File: src/cnn_cfg.svh
`ifndef CNN_CFG_SVH
`define CNN_CFG_SVH

// pixel and result word, signed fixed point
`define CNN_DATA_W 20

// image and result memory address
`define CNN_ADDR_W 12

// 64x64 image
`define CNN_IMG_LOG2 6

// fraction bits of a pixel word
`define CNN_FRAC 16

// 40-bit products plus 9-tap growth
`define CNN_ACC_W 44

`endif
File: src/cnn_pkg.sv
`default_nettype none

`include "cnn_cfg.svh"

package cnn_pkg;

    typedef logic signed [`CNN_DATA_W-1:0] pixel_t;
    typedef logic        [`CNN_ADDR_W-1:0] addr_t;
    typedef logic signed [`CNN_ACC_W-1:0]  acc_t;
    typedef logic        [3:0]             tap_t;   // 0..8, row-major over the window

    // csel codes of the result memory
    typedef enum logic [2:0] {
        BANK_NONE  = 3'd0,
        BANK_L0_K0 = 3'd1,
        BANK_L0_K1 = 3'd2,
        BANK_L1_K0 = 3'd3,
        BANK_L1_K1 = 3'd4
    } bank_e;

    typedef enum logic [2:0] {
        IDLE,
        CONV,
        CONV_WRITE,
        POOL,
        POOL_WRITE,
        DONE
    } ctrl_state_e;

endpackage

`default_nettype wire

File: src/conv_tap_if.sv
`timescale 1ns/100ps
`default_nettype none

interface conv_tap_if
    import cnn_pkg::*;
();

    logic  tap_en;      // tap in flight, aligned with idata
    logic  tap_pad;     // outside the image
    tap_t  tap_idx;
    logic  tap_last;    // ninth tap
    addr_t pix_addr;    // centre pixel

    modport scan (output tap_en, tap_pad, tap_idx, tap_last, pix_addr);

    modport mac (input tap_en, tap_pad, tap_idx, tap_last);

endinterface

`default_nettype wire

File: src/cnn_accel.sv
`timescale 1ns/100ps
`default_nettype none

module cnn_accel
    import cnn_pkg::*;
(
    input  logic   clk,
    input  logic   reset,
    input  logic   ready,
    input  pixel_t idata,
    input  pixel_t cdata_rd,
    output logic   busy,
    output addr_t  iaddr,
    output logic   cwr,
    output addr_t  caddr_wr,
    output pixel_t cdata_wr,
    output logic   crd,
    output addr_t  caddr_rd,
    output bank_e  csel
);

    logic   pix_start;
    logic   pool_start;
    logic   frame_last;
    logic   res_valid;
    logic   max_valid;
    logic   kernel_sel;
    pixel_t result;
    pixel_t max_value;
    addr_t  pool_idx;

    conv_tap_if tap_bus ();

    assign kernel_sel = (csel == BANK_L0_K1);    // set together with the kernel register

    cnn_ctrl i_cnn_ctrl (
        .clk        (clk),
        .reset      (reset),
        .ready      (ready),
        .frame_last (frame_last),
        .res_valid  (res_valid),
        .max_valid  (max_valid),
        .result     (result),
        .max_value  (max_value),
        .pix_addr   (tap_bus.pix_addr),
        .pool_idx   (pool_idx),
        .busy       (busy),
        .pix_start  (pix_start),
        .pool_start (pool_start),
        .cwr        (cwr),
        .caddr_wr   (caddr_wr),
        .cdata_wr   (cdata_wr),
        .csel       (csel)
    );

    conv_window i_conv_window (
        .clk        (clk),
        .reset      (reset),
        .pix_start  (pix_start),
        .iaddr      (iaddr),
        .frame_last (frame_last),
        .tap        (tap_bus.scan)
    );

    conv_mac i_conv_mac (
        .clk        (clk),
        .reset      (reset),
        .kernel_sel (kernel_sel),
        .idata      (idata),
        .tap        (tap_bus.mac),
        .res_valid  (res_valid),
        .result     (result)
    );

    max_pool i_max_pool (
        .clk        (clk),
        .reset      (reset),
        .pool_start (pool_start),
        .cdata_rd   (cdata_rd),
        .crd        (crd),
        .caddr_rd   (caddr_rd),
        .pool_idx   (pool_idx),
        .max_valid  (max_valid),
        .max_value  (max_value)
    );

endmodule

`default_nettype wire

File: src/max_pool.sv
`timescale 1ns/100ps
`default_nettype none

`include "cnn_cfg.svh"

module max_pool
    import cnn_pkg::*;
(
    input  logic   clk,
    input  logic   reset,
    input  logic   pool_start,
    input  pixel_t cdata_rd,
    output logic   crd,
    output addr_t  caddr_rd,
    output addr_t  pool_idx,
    output logic   max_valid,
    output pixel_t max_value
);

    localparam int H = `CNN_IMG_LOG2 - 1;

    logic [H-1:0] prow;
    logic [H-1:0] pcol;
    logic [1:0]   ph;          // next read of the 2x2 window
    logic [1:0]   rd_ph;       // read on the bus now
    logic         rd_act;
    logic         win_done;
    pixel_t       run_max;

    always_ff @(posedge clk or posedge reset)
    begin
        if (reset)
        begin
            prow      <= '0;
            pcol      <= '0;
            ph        <= '0;
            rd_ph     <= '0;
            rd_act    <= 1'b0;
            crd       <= 1'b0;
            caddr_rd  <= '0;
            win_done  <= 1'b0;
            max_valid <= 1'b0;
        end
        else
        begin
            crd       <= rd_act;
            win_done  <= crd && (rd_ph == 2'd3);
            max_valid <= win_done;
            if (pool_start)
            begin
                rd_act <= 1'b1;
                ph     <= '0;
            end
            else if (rd_act)
            begin
                ph <= ph + 1'b1;
                if (ph == 2'd3)
                    rd_act <= 1'b0;
            end
            if (rd_act)
            begin
                caddr_rd <= {prow, ph[1], pcol, ph[0]};    // +0, +1, +64, +65
                rd_ph    <= ph;
            end
            if (max_valid)
                {prow, pcol} <= {prow, pcol} + 1'b1;
        end
    end

    // relu output is never negative, so compare unsigned
    always_ff @(posedge clk)
    begin
        if (crd)
        begin
            if (rd_ph == 2'd0 || $unsigned(cdata_rd) > $unsigned(run_max))
                run_max <= cdata_rd;
        end
        if (win_done)
            max_value <= run_max;
    end

    assign pool_idx = addr_t'({prow, pcol});

endmodule

`default_nettype wire

File: src/conv_mac.sv
`timescale 1ns/100ps
`default_nettype none

`include "cnn_cfg.svh"

module conv_mac
    import cnn_pkg::*;
(
    input  logic     clk,
    input  logic     reset,
    input  logic     kernel_sel,
    input  pixel_t   idata,
    conv_tap_if.mac  tap,
    output logic     res_valid,
    output pixel_t   result
);

    localparam pixel_t k0_w [9] = '{
        20'h0A89E, 20'h092D5, 20'h06D43,
        20'h01004, 20'hF8F71, 20'hF6E54,
        20'hFA6D7, 20'hFC834, 20'hFAC19
    };
    localparam pixel_t k1_w [9] = '{
        20'hFDB55, 20'h02992, 20'hFC994,
        20'h050FD, 20'h02F20, 20'h0202D,
        20'h03BD7, 20'hFD369, 20'h05E68
    };
    localparam pixel_t bias_w [2] = '{20'h01310, 20'hF7295};

    pixel_t weight;
    pixel_t operand;
    acc_t   product;
    acc_t   acc;
    acc_t   biased;
    acc_t   rnd;
    pixel_t relu_in;
    logic   acc_done;
    logic   rnd_done;

    always_comb
    begin
        weight  = kernel_sel ? k1_w[tap.tap_idx] : k0_w[tap.tap_idx];
        operand = tap.tap_pad ? pixel_t'(0) : idata;    // zero padding
        product = acc_t'(weight) * acc_t'(operand);
        biased  = acc + (acc_t'(kernel_sel ? bias_w[1] : bias_w[0]) <<< `CNN_FRAC);
    end

    assign relu_in = rnd[`CNN_FRAC +: `CNN_DATA_W];

    always_ff @(posedge clk)
    begin
        if (tap.tap_en)
            acc <= (tap.tap_idx == 4'd0) ? product : acc + product;
        if (acc_done)
            rnd <= biased + (biased[`CNN_FRAC-1] ? (acc_t'(1) <<< `CNN_FRAC) : acc_t'(0));
        if (rnd_done)
            result <= relu_in[`CNN_DATA_W-1] ? pixel_t'(0) : relu_in;    // relu
    end

    always_ff @(posedge clk or posedge reset)
    begin
        if (reset)
        begin
            acc_done  <= 1'b0;
            rnd_done  <= 1'b0;
            res_valid <= 1'b0;
        end
        else
        begin
            acc_done  <= tap.tap_en && tap.tap_last;
            rnd_done  <= acc_done;
            res_valid <= rnd_done;
        end
    end

endmodule

`default_nettype wire

File: src/conv_window.sv
`timescale 1ns/100ps
`default_nettype none

`include "cnn_cfg.svh"

module conv_window
    import cnn_pkg::*;
(
    input  logic       clk,
    input  logic       reset,
    input  logic       pix_start,
    output addr_t      iaddr,
    output logic       frame_last,
    conv_tap_if.scan   tap
);

    localparam int N = `CNN_IMG_LOG2;

    logic [N-1:0]      row;
    logic [N-1:0]      col;
    tap_t              cnt;
    logic              active;
    logic              primed;     // first pixel starts at the origin
    logic signed [1:0] dr;
    logic signed [1:0] dc;
    logic signed [N+1:0] tr;
    logic signed [N+1:0] tc;
    logic              pad;

    always_comb
    begin
        case (cnt)
            4'd0, 4'd1, 4'd2: dr = -2'sd1;
            4'd3, 4'd4, 4'd5: dr = 2'sd0;
            default:          dr = 2'sd1;
        endcase
        case (cnt)
            4'd0, 4'd3, 4'd6: dc = -2'sd1;
            4'd1, 4'd4, 4'd7: dc = 2'sd0;
            default:          dc = 2'sd1;
        endcase
        tr  = $signed({2'b00, row}) + dr;
        tc  = $signed({2'b00, col}) + dc;
        pad = (tr[N+1:N] != 2'b00) || (tc[N+1:N] != 2'b00);    // below 0 or past 63
    end

    always_ff @(posedge clk or posedge reset)
    begin
        if (reset)
        begin
            row    <= '0;
            col    <= '0;
            cnt    <= '0;
            active <= 1'b0;
            primed <= 1'b0;
        end
        else if (pix_start)
        begin
            active <= 1'b1;
            cnt    <= '0;
            primed <= 1'b1;
            if (primed)
                {row, col} <= {row, col} + 1'b1;    // raster order, wraps for kernel 1
        end
        else if (active)
        begin
            cnt <= cnt + 1'b1;
            if (cnt == 4'd8)
                active <= 1'b0;
        end
    end

    // address and tap info leave together, data comes back by the next edge
    always_ff @(posedge clk or posedge reset)
    begin
        if (reset)
        begin
            iaddr        <= '0;
            tap.tap_en   <= 1'b0;
            tap.tap_pad  <= 1'b0;
            tap.tap_idx  <= '0;
            tap.tap_last <= 1'b0;
        end
        else
        begin
            iaddr        <= pad ? {row, col} : {tr[N-1:0], tc[N-1:0]};
            tap.tap_en   <= active;
            tap.tap_pad  <= pad;
            tap.tap_idx  <= cnt;
            tap.tap_last <= active && (cnt == 4'd8);
        end
    end

    assign tap.pix_addr = {row, col};
    assign frame_last   = &{row, col};

endmodule

`default_nettype wire

File: src/cnn_ctrl.sv
`timescale 1ns/100ps
`default_nettype none

`include "cnn_cfg.svh"

module cnn_ctrl
    import cnn_pkg::*;
(
    input  logic   clk,
    input  logic   reset,
    input  logic   ready,
    input  logic   frame_last,
    input  logic   res_valid,
    input  logic   max_valid,
    input  pixel_t result,
    input  pixel_t max_value,
    input  addr_t  pix_addr,
    input  addr_t  pool_idx,
    output logic   busy,
    output logic   pix_start,
    output logic   pool_start,
    output logic   cwr,
    output addr_t  caddr_wr,
    output pixel_t cdata_wr,
    output bank_e  csel
);

    ctrl_state_e                       state;
    logic                              kernel;      // second kernel / second bank
    logic [2*(`CNN_IMG_LOG2-1)-1:0]    pool_cnt;    // pooled output of the current bank

    always_ff @(posedge clk or posedge reset)
    begin
        if (reset)
        begin
            state      <= IDLE;
            kernel     <= 1'b0;
            pool_cnt   <= '0;
            busy       <= 1'b0;
            pix_start  <= 1'b0;
            pool_start <= 1'b0;
            cwr        <= 1'b0;
            csel       <= BANK_NONE;
        end
        else
        begin
            pix_start  <= 1'b0;
            pool_start <= 1'b0;
            cwr        <= 1'b0;
            case (state)
                IDLE:
                begin
                    if (ready)
                    begin
                        busy      <= 1'b1;
                        csel      <= BANK_L0_K0;
                        pix_start <= 1'b1;
                        state     <= CONV;
                    end
                end
                CONV:
                begin
                    if (res_valid)
                    begin
                        cwr   <= 1'b1;
                        state <= CONV_WRITE;
                    end
                end
                CONV_WRITE:
                begin
                    if (!frame_last)
                    begin
                        pix_start <= 1'b1;
                        state     <= CONV;
                    end
                    else if (!kernel)
                    begin
                        kernel    <= 1'b1;
                        csel      <= BANK_L0_K1;
                        pix_start <= 1'b1;
                        state     <= CONV;
                    end
                    else
                    begin
                        kernel     <= 1'b0;
                        csel       <= BANK_L0_K0;    // read side of pooling
                        pool_start <= 1'b1;
                        state      <= POOL;
                    end
                end
                POOL:
                begin
                    if (max_valid)
                    begin
                        cwr   <= 1'b1;
                        csel  <= kernel ? BANK_L1_K1 : BANK_L1_K0;
                        state <= POOL_WRITE;
                    end
                end
                POOL_WRITE:
                begin
                    pool_cnt <= pool_cnt + 1'b1;
                    if (!(&pool_cnt))
                    begin
                        csel       <= kernel ? BANK_L0_K1 : BANK_L0_K0;
                        pool_start <= 1'b1;
                        state      <= POOL;
                    end
                    else if (!kernel)
                    begin
                        kernel     <= 1'b1;
                        csel       <= BANK_L0_K1;
                        pool_start <= 1'b1;
                        state      <= POOL;
                    end
                    else
                    begin
                        busy  <= 1'b0;    // falls with the last pooled write
                        csel  <= BANK_NONE;
                        state <= DONE;
                    end
                end
                DONE:
                begin
                    busy <= 1'b0;
                end
                default:
                begin
                    state <= IDLE;
                end
            endcase
        end
    end

    always_ff @(posedge clk)
    begin
        if (state == CONV && res_valid)
        begin
            caddr_wr <= pix_addr;
            cdata_wr <= result;
        end
        else if (state == POOL && max_valid)
        begin
            caddr_wr <= pool_idx;
            cdata_wr <= max_value;
        end
    end

endmodule

`default_nettype wire

File: config.mk
export PLATFORM = sky130hd
export DESIGN_NAME = cnn_accel
export DESIGN_NICKNAME = d
export VERILOG_FILES = /design/src/cnn_pkg.sv /design/src/conv_tap_if.sv /design/src/cnn_accel.sv /design/src/max_pool.sv /design/src/conv_mac.sv /design/src/conv_window.sv /design/src/cnn_ctrl.sv
export VERILOG_INCLUDE_DIRS = /design/src
export SDC_FILE = /design/constraint.sdc
export NUM_CORES = 2
export LEC_CHECK = 0
export BUFFER_PORTS_ARGS = -buffer_cell sky130_fd_sc_hd__buf_2
export CORE_MARGIN = 2
export CORE_UTILIZATION = 50
export DETAILED_ROUTE_END_ITERATION = 12
export GPL_ROUTABILITY_DRIVEN = 0
export GPL_TIMING_DRIVEN = 0
export PLACE_DENSITY = 0.67
export REMOVE_ABC_BUFFERS = 1
export SYNTH_ARGS = -nofsm -noshare
export SYNTH_HDL_FRONTEND = slang
export SYNTH_SLANG_ARGS = --single-unit
File: constraint.sdc
create_clock -name clk -period 13 [get_ports clk]
set_clock_uncertainty 0.1 [all_clocks]
set_input_delay 0.65 -clock clk [delete_from_list [all_inputs] [get_ports clk]]
set_output_delay 0.65 -clock clk [all_outputs]
set_load 0.02 [all_outputs]
==> qor.txt <==
Number of nets at the end of the flow -> 3328
Basic-gate share of the synthesized area counting and, or, nand and nor cells -> 12.5%
Predominant post-synthesis flop cell -> edfxtp_1
Number of vias after detailed routing -> 18500
Commonest non-fill, non-tap cell in the layout -> inv_1
Die height -> 232 um
Req. time, crit path -> 13.19 ns
Top cell type's share of synthesized area -> 27.8%
Unique masters post-synth -> 74
Commonest non-fill, non-tap cells in the layout -> inv_1, fa_1, nor2_1
Post-Syn Instances -> 2670
Max transition margin -> 11.7%
Max Freq -> 82.6 MHz
Largest fanout on the critical path -> 29
Root cell of the clock tree -> clkbuf_16
Clock-pin slew reported for the worst setup and hold paths after clock tree synthesis -> 0.07 ns
Post-Synthesis Cell Area -> 26100 um^2
Vias in the first global route -> 19400
Family with the most delay on the worst path -> adder cells
Critical setup path kind -> reg2reg
Diode count -> 0
Setup repair after global routing missed its margin -> false
Final setup vio count -> 0
Worst setup SP type -> flop
Largest family of logic cells by synthesized area -> adder cells
Layout cells sized above 1 -> 8.80%
Maximum single-stage delay on the critical path -> 0.90 ns
Routed vias/inst -> 5.42
Register area share after synthesis -> 25.5%
Measured slew at the worst slew-check pin -> 1.32 ns
Number of warnings issued by yosys -> 0
# fillers -> 4488
CP bufs+invs -> 7
Category of the worst setup path capture point -> flop
Arrival time of data at the critical path endpoint -> 12.30 ns
Min Clock Period, post-route -> 12.11 ns
Routed length per placed instance -> 17.3 um
Total CTS buffers -> 23
Initial antenna violation count -> 1
Count of state elements after synthesis -> 236
Post-synthesis to final-layout area growth -> 7.88%
Max-cap violation count -> 0
DR iter-0 viols -> 1244
H-tree depth -> 1
Die Width -> 232 um
Number of DRC violations after detailed routing -> 0
IO Port Bufs -> 104
Number of enable-type register cells in the synthesized netlist -> 147
Number of nets still failing antenna checks after routing -> 0
Highest-delay cell along the critical path -> nand2_1
Wire length of the first global-routing pass -> 97800 um
Final max-slew violation count -> 0
First-pass DRT Iterations -> 5
Worst setup slack for register-to-register paths -> 0.89 ns
Clk sink count -> 236
Adder and majority cell fraction of the synthesized area -> 37.5%
Largest net degree at the start of global routing -> 70
Leading area contributor after synthesis -> fa_1
Overall track demand over capacity in global routing -> 22.6%
Number of standard-cell rows in the floorplan -> 83
Number of post-CTS setup repair buffers -> 0
Die outline area -> 54000 um^2
Final Hold Vio Count -> 0
Status -> completed
Share of synthesized flip-flops with an asynchronous set or reset -> 37.7%
Skew-Pair Late Insertion Delay -> 0.54 ns
WL final -> 59100 um
Post-synthesis average cell area -> 9.77 um^2
Count of boundary I/O pins -> 105
Min-Delay Path Class -> in2reg
Synthesized-area fraction occupied by ao, oa, aoi and oai cells -> 8.82%
Total half-perimeter wirelength after legalization and detailed placement -> 47000 um
Cells taking the most area after synthesis -> fa_1, edfxtp_1, ha_1
Most prevalent standard cell on the critical path -> fa_1
Initial Util -> 50.7%
Core Footprint -> 51400 um^2
CTS tree -> done
Post-route core utilization -> 54.7%
Period Utilization, post-route -> 93.1%
Buffers from clock root to sink, at most -> 3
Global route overflow -> 0
Share of synthesized area spent on multiplexers -> 2.44%
Parity-gate share of the synthesized area counting xor and xnor cells -> 5.29%
[worst paths after layout]
kind                                             start                       end  cells past startpoint
worst min register to register  i_max_pool.run_max[10]  i_max_pool.max_value[10]                      0
min in group asynchronous                        reset        i_cnn_ctrl.csel[0]                      3
max in group asynchronous                        reset  i_conv_window.tap.tap_en                      4
worst min-delay path                      cdata_rd[13]    i_max_pool.run_max[13]                      1
worst max-delay path                i_cnn_ctrl.csel[2]        i_conv_mac.acc[33]                     37
worst max register to register      i_cnn_ctrl.csel[2]        i_conv_mac.acc[33]                     37
[worst reg2reg max path, delay by kind of cell, from the launching register on]
family	cells	cell delay, ns
buf+inv	7	1.01
mux	1	0.27
fa+ha+maj	9	4.30
compound gates	10	2.88
flops	1	0.37
simple gates	8	2.67
xor+xnor	2	0.25
[cell usage after synthesis (8+ instances only)]
cell	n
a211oi_1	12
a21o_1	49
a21oi_1	102
a31oi_1	16
and3_1	13
buf_1	18
clkbuf_1	68
dfrtp_1	89
edfxtp_1	147
fa_1	362
ha_1	202
inv_1	463
mux2_2	51
nand2_1	236
nand2b_1	36
nand3_1	18
nand4_1	20
nor2_1	313
nor2b_1	46
nor3_1	26
o211ai_1	9
o21a_1	21
o21ai_0	79
o21bai_1	14
o22ai_1	8
xnor2_1	99
xor2_1	56
[flip-flops by register name, indices dropped and copies added, names as in the netlist, 2 cells and up]
| name | cells |
|---|---|
| i_cnn_ctrl.caddr_wr | 12 |
| i_cnn_ctrl.cdata_wr | 20 |
| i_cnn_ctrl.csel | 3 |
| i_cnn_ctrl.pool_cnt | 10 |
| i_cnn_ctrl.state | 3 |
| i_conv_mac.acc | 36 |
| i_conv_mac.result | 19 |
| i_conv_mac.rnd | 20 |
| i_conv_window.cnt | 4 |
| i_conv_window.col | 6 |
| i_conv_window.iaddr | 12 |
| i_conv_window.row | 6 |
| i_conv_window.tap.tap_idx | 4 |
| i_max_pool.caddr_rd | 11 |
| i_max_pool.max_value | 20 |
| i_max_pool.pcol | 5 |
| i_max_pool.ph | 2 |
| i_max_pool.prow | 5 |
| i_max_pool.run_max | 20 |
[metal layers]
layer | wire (um) | share of wire, % | GRT usage (%) | up-vias
met5 | 10 | 0.017 | 0 | -
met4 | 2240 | 3.8 | 8.43 | 2
met3 | 4190 | 7.1 | 3.64 | 136
met2 | 27200 | 46 | 37.1 | 604
met1 | 25500 | 43 | 30.3 | 9174
li1 | - | - | - | 8621
[area by class of cell]
type	instances	area, um^2	share of cell area (%)
clock buffers	23	576	2.05
clock inverters	19	239	0.849
inverters	464	1750	6.21
multi-input cells	1882	17400	61.9
flip-flops and latches	236	6640	23.6
well taps	680	851	3.02
repair buffers	113	647	2.30
repair inverters	1	5.00	0.0178
[cell families (layout without fill, tap and decap cells)]
kind of cell | Yosys count | after routing
simple gates | 745 | 745
buf+inv | 552 | 620
mux | 56 | 56
fa+ha+maj | 564 | 564
compound gates | 361 | 361
xor+xnor | 156 | 156
flops | 236 | 236
[stage by stage]
stage	instance area, um^2	setup WS (ns)	hold slack (ns)	cells	TNS, ns
6_report	28100	0.891	0.215	3418	0
5_1_grt	28100	0.200	0.200	3418	0
4_1_cts	28100	0.714	0.190	3417	0
3_5_place_dp	27300	0.747	0.335	3374	0
3_3_place_gp	27100	-0.00985	0.333	3366	-0.00985
2_1_floorplan	25700	2.44	0.324	2582	0
[timing repair]
action                                  CTS  global route
endpoints found under the setup margin    0             1
gates resized for setup                   0             3
hold endpoints to repair                 20             0
hold buffers                              1             0
Power is not shown: default switching activity piles up to over one toggle a cycle in this logic, so the estimate is an artifact.
